`src/design/pixel_link_pkg.sv`:
```
`default_nettype none

// widths, types and constants shared by the pixel uplink modules
package pixel_link_pkg;

    typedef logic [11:0] pixel_t;            // one picture element as the host writes it
    typedef logic [7:0]  byte_t;             // one byte on the serial line
    typedef logic [3:0]  addr_t;             // frame store address, wide enough for a whole frame

    localparam int FRAME_PIXELS = 16;        // pixels per frame, one per store location

    // bit period for a 50 MHz clock at 9600 baud
    localparam int DEFAULT_CLKS_PER_BIT = 50_000_000 / 9600;

    localparam int BIT_TIMER_W = 16;         // enough for any bit period up to 65535 clocks
    typedef logic [BIT_TIMER_W-1:0] bit_timer_t;

    // scan sequence of the frame reader
    typedef enum logic [1:0] {
        idle,                                // waiting for start with busy low
        fetch,                               // address is on the store, data comes back next cycle
        issue,                               // read data is valid and goes out as a request
        wait_done                            // sender is busy with the pixel
    } reader_state_t;

    // one cycle pixel request from the reader to the sender
    typedef struct packed {
        logic   valid;                       // strobe, high for exactly one cycle
        pixel_t pixel;                       // pixel value that goes with the strobe
    } pixel_req_t;

endpackage

`default_nettype wire

```
`src/design/frame_reader.sv`:
```
`timescale 1ns/1ps
`default_nettype none

// walks the frame store in address order after start
// each pixel goes to the sender as a one cycle request and the next one waits for done
module frame_reader import pixel_link_pkg::*; (
    input  logic       clk,
    input  logic       rst,
    input  logic       start,                // one cycle pulse, only seen while idle
    output addr_t      rd_addr,              // store read address
    input  pixel_t     rd_pixel,             // store data, one cycle after rd_addr
    output pixel_req_t req,                  // pixel request to the sender
    input  logic       done,                 // sender has finished the last request
    output logic       busy                  // a frame is being sent
);

    reader_state_t state;
    addr_t         addr_q;                   // address of the pixel in progress
    logic          last_pixel;               // addr_q is the final location of the frame

    assign last_pixel = (addr_q == addr_t'(FRAME_PIXELS - 1));

    assign rd_addr = addr_q;
    assign busy    = (state != idle);        // start is ignored for as long as this is high

    // the store output is already registered, so the request is formed straight from it
    always_comb begin
        req.valid = (state == issue);
        req.pixel = rd_pixel;
    end

    always_ff @(posedge clk) begin
        if (rst) begin
            state  <= idle;
            addr_q <= '0;
        end else begin
            case (state)
                idle: begin
                    if (start) begin
                        addr_q <= '0;            // every frame begins at the first pixel
                        state  <= fetch;
                    end
                end
                fetch: begin
                    state <= issue;              // read data lands at this edge
                end
                issue: begin
                    state <= wait_done;          // strobe was up for this single cycle
                end
                wait_done: begin
                    if (done) begin
                        if (last_pixel) begin
                            state <= idle;       // frame complete and busy falls
                        end else begin
                            addr_q <= addr_q + addr_t'(1);
                            state  <= fetch;
                        end
                    end
                end
                default: state <= idle;
            endcase
        end
    end

endmodule

`default_nettype wire

```
`src/design/frame_store.sv`:
```
`timescale 1ns/1ps
`default_nettype none

// single clock pixel memory with a host write port and a registered read port
// contents come only from host writes
module frame_store import pixel_link_pkg::*; (
    input  logic   clk,
    input  logic   wr_en,                    // host write strobe
    input  addr_t  wr_addr,                  // host write address
    input  pixel_t wr_pixel,                 // pixel written at wr_addr
    input  addr_t  rd_addr,                  // read address from the reader
    output pixel_t rd_pixel                  // data for rd_addr, one cycle later
);

    pixel_t mem [FRAME_PIXELS];              // one location per pixel of the frame

    // host side, one pixel per enabled edge
    always_ff @(posedge clk) begin
        if (wr_en) begin
            mem[wr_addr] <= wr_pixel;
        end
    end

    // the read is registered so the reader sees the pixel one cycle after the address
    always_ff @(posedge clk) begin
        rd_pixel <= mem[rd_addr];
    end

endmodule

`default_nettype wire

```
`src/design/pixel_sender.sv`:
```
`timescale 1ns/1ps
`default_nettype none

// sends one 12-bit pixel as two UART bytes
// the high byte carries pixel bits 11 to 4 and the low byte is four zeros then bits 3 to 0
module pixel_sender import pixel_link_pkg::*; #(
    parameter int clks_per_bit = DEFAULT_CLKS_PER_BIT
) (
    input  logic       clk,
    input  logic       rst,
    input  pixel_req_t req,                  // one cycle request from the reader
    output logic       done,                 // one cycle pulse after the low byte's stop bit
    output logic       uart_out              // serial line
);

    logic       sending;                     // a pixel is being worked on
    logic [1:0] byte_idx;                    // bytes accepted by the UART so far, 0 to 2
    pixel_t     pixel_q;                     // captured pixel, stable while both bytes go out
    byte_t      high_byte;
    byte_t      low_byte;
    byte_t      tx_byte;                     // byte that byte_idx selects for the UART
    logic       uart_valid;
    logic       uart_ready;

    always_comb begin
        high_byte = pixel_q[11:4];
        low_byte  = {4'b0000, pixel_q[3:0]};        // upper nibble is padding
        tx_byte   = byte_idx[0] ? low_byte : high_byte;
    end

    // valid stays up with the same byte until the UART takes it
    assign uart_valid = sending && (byte_idx != 2'd2);

    uart_tx #(
        .clks_per_bit(clks_per_bit)
    ) u_uart_tx (
        .clk     (clk),
        .rst     (rst),
        .data    (tx_byte),
        .valid   (uart_valid),
        .ready   (uart_ready),
        .uart_out(uart_out)
    );

    // byte sequencing and the done pulse
    always_ff @(posedge clk) begin
        if (rst) begin
            sending  <= 1'b0;
            byte_idx <= '0;
            done     <= 1'b0;
        end else begin
            done <= 1'b0;                            // done lasts one cycle only
            if (!sending) begin
                if (req.valid) begin
                    sending  <= 1'b1;
                    byte_idx <= '0;                  // high byte goes first
                end
            end else if (uart_valid && uart_ready) begin
                byte_idx <= byte_idx + 2'd1;         // advance on every acceptance
            end else if (byte_idx == 2'd2 && uart_ready) begin
                // ready drops the cycle after acceptance so this waits out the low byte's frame
                sending <= 1'b0;
                done    <= 1'b1;
            end
        end
    end

    // the pixel is payload and is only loaded with a new request
    always_ff @(posedge clk) begin
        if (!sending && req.valid) begin
            pixel_q <= req.pixel;
        end
    end

endmodule

`default_nettype wire

```
`src/design/pixel_uplink_top.sv`:
```
`timescale 1ns/1ps
`default_nettype none

// picture uplink from the frame store through the reader and sender to the serial line
module pixel_uplink_top import pixel_link_pkg::*; #(
    parameter int clks_per_bit = DEFAULT_CLKS_PER_BIT
) (
    input  logic   clk,
    input  logic   rst,
    input  logic   wr_en,
    input  addr_t  wr_addr,
    input  pixel_t wr_pixel,
    input  logic   start,                    // begins a frame when busy is low
    output logic   busy,                     // falls after the last byte's stop bit
    output logic   uart_out
);

    addr_t      rd_addr;
    pixel_t     rd_pixel;
    pixel_req_t req;                         // reader to sender strobe with its pixel
    logic       done;                        // sender back to reader

    frame_store u_frame_store (
        .clk     (clk),
        .wr_en   (wr_en),
        .wr_addr (wr_addr),
        .wr_pixel(wr_pixel),
        .rd_addr (rd_addr),
        .rd_pixel(rd_pixel)
    );

    frame_reader u_frame_reader (
        .clk     (clk),
        .rst     (rst),
        .start   (start),
        .rd_addr (rd_addr),
        .rd_pixel(rd_pixel),
        .req     (req),
        .done    (done),
        .busy    (busy)
    );

    pixel_sender #(
        .clks_per_bit(clks_per_bit)
    ) u_pixel_sender (
        .clk     (clk),
        .rst     (rst),
        .req     (req),
        .done    (done),
        .uart_out(uart_out)
    );

endmodule

`default_nettype wire

```
`src/design/uart_tx.sv`:
```
`timescale 1ns/1ps
`default_nettype none

// 8N1 transmitter with a start bit, eight data bits sent lsb first and one stop bit
// a byte is taken on the edge where valid and ready are both high
module uart_tx import pixel_link_pkg::*; #(
    parameter int clks_per_bit = DEFAULT_CLKS_PER_BIT
) (
    input  logic  clk,
    input  logic  rst,
    input  byte_t data,                      // byte to send, held by the source until accepted
    input  logic  valid,                     // source has a byte for us
    output logic  ready,                     // high while idle, low for the whole frame
    output logic  uart_out                   // serial line, idles high
);

    logic       active;                      // a frame is on the line
    bit_timer_t bit_timer;                   // clocks spent in the current bit
    logic [3:0] bit_count;                   // which of the ten frame bits is on the line
    logic [9:0] shift_q;                     // stop bit, data and start bit, lsb goes out first
    logic       accept;                      // handshake completes on this edge
    logic       bit_end;                     // last clock of the current bit period

    assign accept  = valid && !active;
    assign bit_end = (bit_timer == bit_timer_t'(clks_per_bit - 1));

    assign ready = !active;

    // the line is forced high between frames so reset alone gives an idle line
    assign uart_out = active ? shift_q[0] : 1'b1;

    // frame control with the bit timer and bit counter
    always_ff @(posedge clk) begin
        if (rst) begin
            active    <= 1'b0;
            bit_timer <= '0;
            bit_count <= '0;
        end else if (!active) begin
            if (accept) begin
                active    <= 1'b1;               // start bit goes out from the next cycle
                bit_timer <= '0;
                bit_count <= '0;
            end
        end else if (bit_end) begin
            bit_timer <= '0;
            if (bit_count == 4'd9) begin
                active <= 1'b0;                  // stop bit has run its full period
            end else begin
                bit_count <= bit_count + 4'd1;
            end
        end else begin
            bit_timer <= bit_timer + bit_timer_t'(1);
        end
    end

    // the shift register only carries the payload so it follows accept and the bit timer
    always_ff @(posedge clk) begin
        if (accept) begin
            shift_q <= {1'b1, data, 1'b0};       // stop, data, start
        end else if (active && bit_end) begin
            shift_q <= {1'b1, shift_q[9:1]};     // next bit moves down to the line
        end
    end

endmodule

`default_nettype wire

```
`config.mk`:
```
export PLATFORM = sky130hd
export DESIGN_NAME = pixel_uplink_top
export DESIGN_NICKNAME = d
export VERILOG_FILES = /design/src/design/pixel_link_pkg.sv /design/src/design/frame_reader.sv /design/src/design/frame_store.sv /design/src/design/pixel_sender.sv /design/src/design/pixel_uplink_top.sv /design/src/design/uart_tx.sv
export SDC_FILE = /design/constraint.sdc
export NUM_CORES = 1
export LEC_CHECK = 0
export BUFFER_PORTS_ARGS = -buffer_cell sky130_fd_sc_hd__buf_2
export CORE_MARGIN = 10
export CORE_UTILIZATION = 35
export DETAILED_ROUTE_END_ITERATION = 8
export GPL_TIMING_DRIVEN = 0
export HOLD_SLACK_MARGIN = 0.1
export PLACE_DENSITY = 0.5
export SKIP_LAST_GASP = 1
export SYNTH_ARGS = -nofsm -noshare
export SYNTH_HDL_FRONTEND = slang
export SYNTH_SLANG_ARGS = --single-unit
```
`constraint.sdc`:
```
create_clock -name clk -period 2.6 [get_ports clk]
set_clock_uncertainty 0.15 [all_clocks]
set_input_delay 0.26 -clock clk [delete_from_list [all_inputs] [get_ports clk]]
set_output_delay 0.26 -clock clk [all_outputs]
set_load 0.02 [all_outputs]
```
## Word-level counts from Yosys, hierarchy flattened

Memory sizes are Yosys's and may differ from the RTL's. A register that Yosys moved wholly into a read port is not among the register bits.
Cells that the tools add are included.
W data, S select, Z words.

- Eq/ne operators: 14
- Reduce and logical (&&, ||, !) cells: 18
- Bitwise logic cells: 1
- Add/subtract/negate cells: 4
- Muxes and demuxes: 33

Operators by type and width:

| cell | number |
|---|---|
| $mux W16 | 3 |
| $mux W4 | 7 |
| $mux W9 | 2 |
| $add A16 B1 Y16 const B | 1 |
| $eq A16 B13 Y1 const B | 1 |
| $mux W1 | 13 |
| $mux W2 | 5 |
| $ne A2 B2 Y1 const B | 5 |
| $reduce_bool A2 Y1 | 5 |
| $add A4 B1 Y4 const B | 2 |
| $eq A4 B4 Y1 const B | 2 |
| $mux W8 | 1 |
| $pmux W2 S4 | 1 |
| $pmux W4 S2 | 1 |
| $eq A2 B2 Y1 const B | 3 |
| $logic_and A1 B1 Y1 | 5 |
| $ne A2 B1 Y1 const B | 2 |
| $reduce_and A2 Y1 | 2 |
| $reduce_and A4 Y1 | 1 |
| $reduce_and A3 Y1 | 1 |
| $reduce_or A3 Y1 | 1 |
| $add A2 B1 Y2 const B | 1 |
| $eq A2 B1 Y1 const B | 1 |
| $logic_not A1 Y1 | 2 |
| other kinds (2) | 2 |

- Word-level logic and storage cells: 82
- Register bits after elaboration: 52
- Memories kept: 1
- Bits in writable memories: 192
- Input port bits: 20

Memory list:

| memory | words | bits a word | rd ports | clocked after memory_dff | write ports | line | RTL |
|---|---|---|---|---|---|---|---|
| u_frame_store.mem | 16 | 12 | 1 | 1 | 1 | frame_store.sv:15 | `pixel_t mem [FRAME_PIXELS];` |

## Longest topological paths before layout

- Word-level depth: 5
- Gate-level depth with buffers: 8
- Gate-level depth less buffers: 7

## By module

Synthesis repeated with hierarchy kept, for this count alone.

- Cells, all modules: 604
- Area total of the unflattened synthesis: 10396.2 sq um

By module, submodules not included:

| module | cells an instance | seq. area each (sq um) | area each (sq um) | times used |
|---|---|---|---|---|
| frame_store | 329 | 6005.8 | 7599.8 | 1 |
| uart_tx | 176 | 680.7 | 1666.6 | 1 |
| pixel_sender | 41 | 440.4 | 610.6 | 1 |
| frame_reader | 58 | 120.1 | 519.2 | 1 |

## Least setup slack after synthesis

No wires, ideal clock.

- Path kind: input to register
- From: in wr_addr[2]
- To: mem u_frame_store.mem[0][0] in the netlist's numbering, enable pin
- Buffers on the path: 0
- Setup slack: 0.416 ns
- Cell stages on the path: 2
- Arrival time: 1.638 ns
- Setup time: 0.396 ns
- Data required time: 2.054 ns
- Cell sequence: or3b_2 -> nor3_1

RTL lines:

| what | line | RTL |
|---|---|---|
| start, declared | pixel_uplink_top.sv:11 | `input addr_t wr_addr,` |
| end, declared | frame_store.sv:15 |  |

No word-level cell before the write port.

==> flow_summary.json <==
{
  "cpPeakStageDelay_ps": 700,
  "cts-htree-levels": 1,
  "dieArea_um2": 35950,
  "cts.sinks": 256,
  "crit_slowest_cell": "clkbuf_1",
  "yosysTopAreaCellShare": 0.6323,
  "ys_ff_latch": 256,
  "worst_slew_pin_slew_ps": 907.8,
  "path_cells": "clkbuf_1 -> clkbuf_1 -> mux4_1 -> mux4_2",
  "drive_gt1_frac": 0.2154,
  "seqPwrFrac": 0.470,
  "rsz0062_at_grt": "false",
  "whs_path_depth": 3,
  "synth_fp_nets": 565,
  "final_util": 0.4174,
  "pre_cts_slack_ps": -35.51,
  "clock_latency_ps": 560,
  "synth_flop_cell": "edfxtp_1",
  "max_freq_ghz": 0.4137,
  "setup_viol": 0,
  "synth_cell_types": 50,
  "dr.pass1.iters": 4,
  "first_global_vias": 5466,
  "dpl.hpwl_um": 14020,
  "synthCells": 536,
  "clockRootBuffer": "clkbuf_16",
  "p_switching_mw": 2.475,
  "period_needed_ps": 2417,
  "drc": 0,
  "path_class": "flop to flop",
  "fp.dieW_um": 189.6,
  "vias": 5186,
  "cp.arrival_ps": 2690,
  "postCtsSetupBuffers": 0,
  "grt_remaining_overflow": 0,
  "rr_endpoint": "u_frame_store.rd_pixel[10]",
  "antenna_found_initial": 0,
  "async_reset_ff_frac": 0,
  "pin_count": 22,
  "maxSlewHeadroom": 0.3948,
  "core-area_um2": 28550,
  "hold_viol": 0,
  "num_antenna_cells": 0,
  "synth_area_um2": 10070,
  "fin_crit_sh": 0.9296,
  "worst_ep_required_time_ps": 2870,
  "clkPwrFrac": 0.376,
  "grtUsageTotal": 0.1199,
  "numPortBuffers": 20,
  "syn_avg_cell_area_um2": 18.78,
  "area_growth_pct": 18.35,
  "fp.dieH_um": 189.6,
  "p_per_area_nw_per_um2": 851.7,
  "grt_max_degree": 17,
  "ys_top_cells_by_area": "edfxtp_1 63%, dfxtp_1 8.7%, mux4_1 7.6%",
  "drv_slew": 0,
  "finalWorstSetupSlack_ps": 183.1,
  "sw_frac_of_total": 0.2439,
  "hold_end": "u_frame_store.mem[0][5]",
  "p_int_mw": 7.674,
  "gp_congestion": 0.7725,
  "status": "completed",
  "grt_first_pass_wirelength_um": 33100,
  "num_rows": 62,
  "critPathMaxFanout": 10,
  "yosysTopAreaCell": "edfxtp_1",
  "tritoncts": "built",
  "drtAntennaViolNets": 0,
  "reg2reg_depth": 4,
  "clock_path_buffers": 3,
  "ir_worst_vdd_mv": 0.5010,
  "min_path_type": "input port to flop",
  "finalSetupTns_ps": 0,
  "wl_per_cell_um": 21.04,
  "nFillCells": 2596,
  "wirelength_um": 21460,
  "final_nets": 643,
  "crit_buf_inv": 2,
  "start_util": 0.3527,
  "ys_warn_count": 0,
  "end_kind": "flop",
  "drv_cap": 0,
  "cts_buffers": 28,
  "drtIter0Drc": 260,
  "synth-edff-count": 212,
  "clk_pin_slew_ps": 60,
  "min_from": "wr_addr[3]",
  "comb_power_share": 0.154,
  "start_kind": "flop",
  "reg2reg_slack_ps": 180,
  "cpMostUsedCell": "clkbuf_1",
  "via_per_inst": 5.084,
  "ys_seq_area_frac": 0.7198,
  "r2r_start": "u_frame_reader.rd_addr[1]",
  "cp_top_family": "multiplexers",
  "leakagePower_nw": 3.824,
  "hold_ws_ps": 160.3
}
-- flip-flops by register name, summed over array words and instances, names as in the netlist --
register,cells
u_pixel_sender.done,1
u_pixel_sender.u_uart_tx.bit_count,4
u_frame_reader.state,2
u_frame_reader.rd_addr,4
u_pixel_sender.pixel_q,12
u_pixel_sender.sending,1
u_frame_store.mem,192
u_pixel_sender.u_uart_tx.shift_q,9
u_pixel_sender.u_uart_tx.bit_timer,16
u_pixel_sender.u_uart_tx.active,1
u_frame_store.rd_pixel,12
u_pixel_sender.byte_idx,2
-- how the worst max path moves through the flow --
stage / endpoint / from / depth (start not counted) / slack, ps
2_1_floorplan: u_frame_store.mem[0][0] / wr_addr[2] / 2 / 420
5_1_grt: u_frame_store.rd_pixel[11] / u_frame_reader.rd_addr[1] / 4 / 70
3_3_place_gp: u_frame_store.mem[0][0] / wr_addr[2] / 3 / -690
6_report: u_frame_store.rd_pixel[10] / u_frame_reader.rd_addr[1] / 4 / 180
3_5_place_dp: u_frame_store.mem[2][0] / wr_addr[2] / 3 / -40
4_1_cts: u_pixel_sender.u_uart_tx.bit_count[2] / u_pixel_sender.byte_idx[0] / 8 / 70
-- cells in the final DEF (no fill, tap or decap), types with 10 or more instances in the layout --
cell type | netlist | final
clkbuf_16 | 0 | 28
o21ai_0 | 15 | 15
nor2_1 | 25 | 14
mux4_2 | 31 | 31
edfxtp_1 | 212 | 212
mux4_1 | 29 | 29
a21oi_1 | 20 | 20
buf_2 | 5 | 25
nand2_1 | 16 | 16
dfxtp_1 | 44 | 44
nor2_2 | 1 | 12
buf_6 | 6 | 11
clkbuf_1 | 12 | 20
inv_1 | 10 | 10
dlygate4sd3_1 | 0 | 17
-- logic make-up (layout without fill, tap and decap cells) --
| logic type | after synthesis | after routing | share of synthesized area |
|---|---|---|---|
| AOI/OAI and AO/OA | 61 | 61 | 0.03654 |
| xor gates and xnor gates | 5 | 5 | 0.004349 |
| adders and majority gates | 9 | 9 | 0.01118 |
| buffers and inverters | 35 | 135 | 0.02038 |
| DFF | 256 | 256 | 0.7198 |
| muxes | 68 | 68 | 0.1530 |
| and+or+nand+nor | 102 | 102 | 0.05480 |
-- per-layer routing --
| metal | share of wire | up-vias | GRT usage |
|---|---|---|---|
| met4 | 0.016 | 0 | 0.02625 |
| met2 | 0.50 | 86 | 0.2015 |
| met1 | 0.45 | 2718 | 0.1595 |
| met5 | 0 | - | 0 |
| li1 | - | 2357 | - |
| met3 | 0.037 | 25 | 0.02124 |
-- repair_timing --
action / 4_1_cts / 5_1_grt
gates resized for setup: 0 / 1
setup endpoints to repair: 0 / 1
endpoints found under the hold margin: 219 / 0
hold buffers: 17 / 0
-- worst register-to-register path, delay by kind of cell (launching register included) --
| family | cells | cell delay [ps] |
|---|---|---|
| flip-flops | 1 | 340 |
| buffers and inverters | 2 | 870 |
| multiplexers | 2 | 960 |
-- stage by stage --
stage / power, mW / area [um2] / std cells
finish: 10.15 / 11920 / 1020
global route: 10.59 / 11920 / 1020
CTS: 10.29 / 11900 / 1020
detailed placement: 6.430 / 10830 / 951
global placement: 6.375 / 10650 / 940
floorplan: 5.933 / 10070 / 536
-- cells in the mapped netlist, types with 2 or more instances --
| master | number |
|---|---|
| dfxtp_1 | 44 |
| mux2i_1 | 8 |
| nand4_1 | 4 |
| clkbuf_1 | 12 |
| mux4_1 | 29 |
| a211oi_1 | 2 |
| o21ai_0 | 15 |
| a21oi_1 | 20 |
| a22o_1 | 4 |
| ha_1 | 9 |
| buf_6 | 6 |
| inv_1 | 10 |
| nor3_1 | 9 |
| nor2b_1 | 3 |
| and2_1 | 2 |
| mux4_2 | 31 |
| a31oi_1 | 9 |
| nor3b_1 | 3 |
| a22oi_1 | 2 |
| buf_2 | 5 |
| nand3b_1 | 3 |
| nand3_1 | 9 |
| buf_8 | 2 |
| nand2b_1 | 6 |
| nor4_1 | 2 |
| or3_1 | 8 |
| xnor2_1 | 4 |
| edfxtp_1 | 212 |
| nand2_1 | 16 |
| a21o_1 | 2 |
| nor2_1 | 25 |
| nor4b_1 | 2 |
-- power by group through the flow --
| stage | Clock [mW] | Combinational [mW] | Sequential (mW) |
|---|---|---|---|
| 5_1_grt | 4.09 | 1.71 | 4.79 |
| 3_5_place_dp | 0 | 1.57 | 4.86 |
| 2_1_floorplan | 0 | 1.11 | 4.82 |
| 4_1_cts | 3.91 | 1.60 | 4.77 |
| 3_3_place_gp | 0 | 1.52 | 4.85 |
| 6_report | 3.82 | 1.56 | 4.77 |
-- area by class of cell --
| class | count | area, um2 | area share |
|---|---|---|---|
| timing repair buffer | 48 | 416.7 | 0.03496 |
| clock inverter | 14 | 142.6 | 0.01197 |
| tap | 384 | 480.5 | 0.04032 |
| multi-input combinational | 245 | 2666 | 0.2238 |
| buffer | 25 | 167.7 | 0.01407 |
| sequential | 256 | 7247 | 0.6081 |
| inverter | 10 | 37.54 | 0.003150 |
| clock buffer | 38 | 758.2 | 0.06363 |
(Power assumes the default switching activity.)
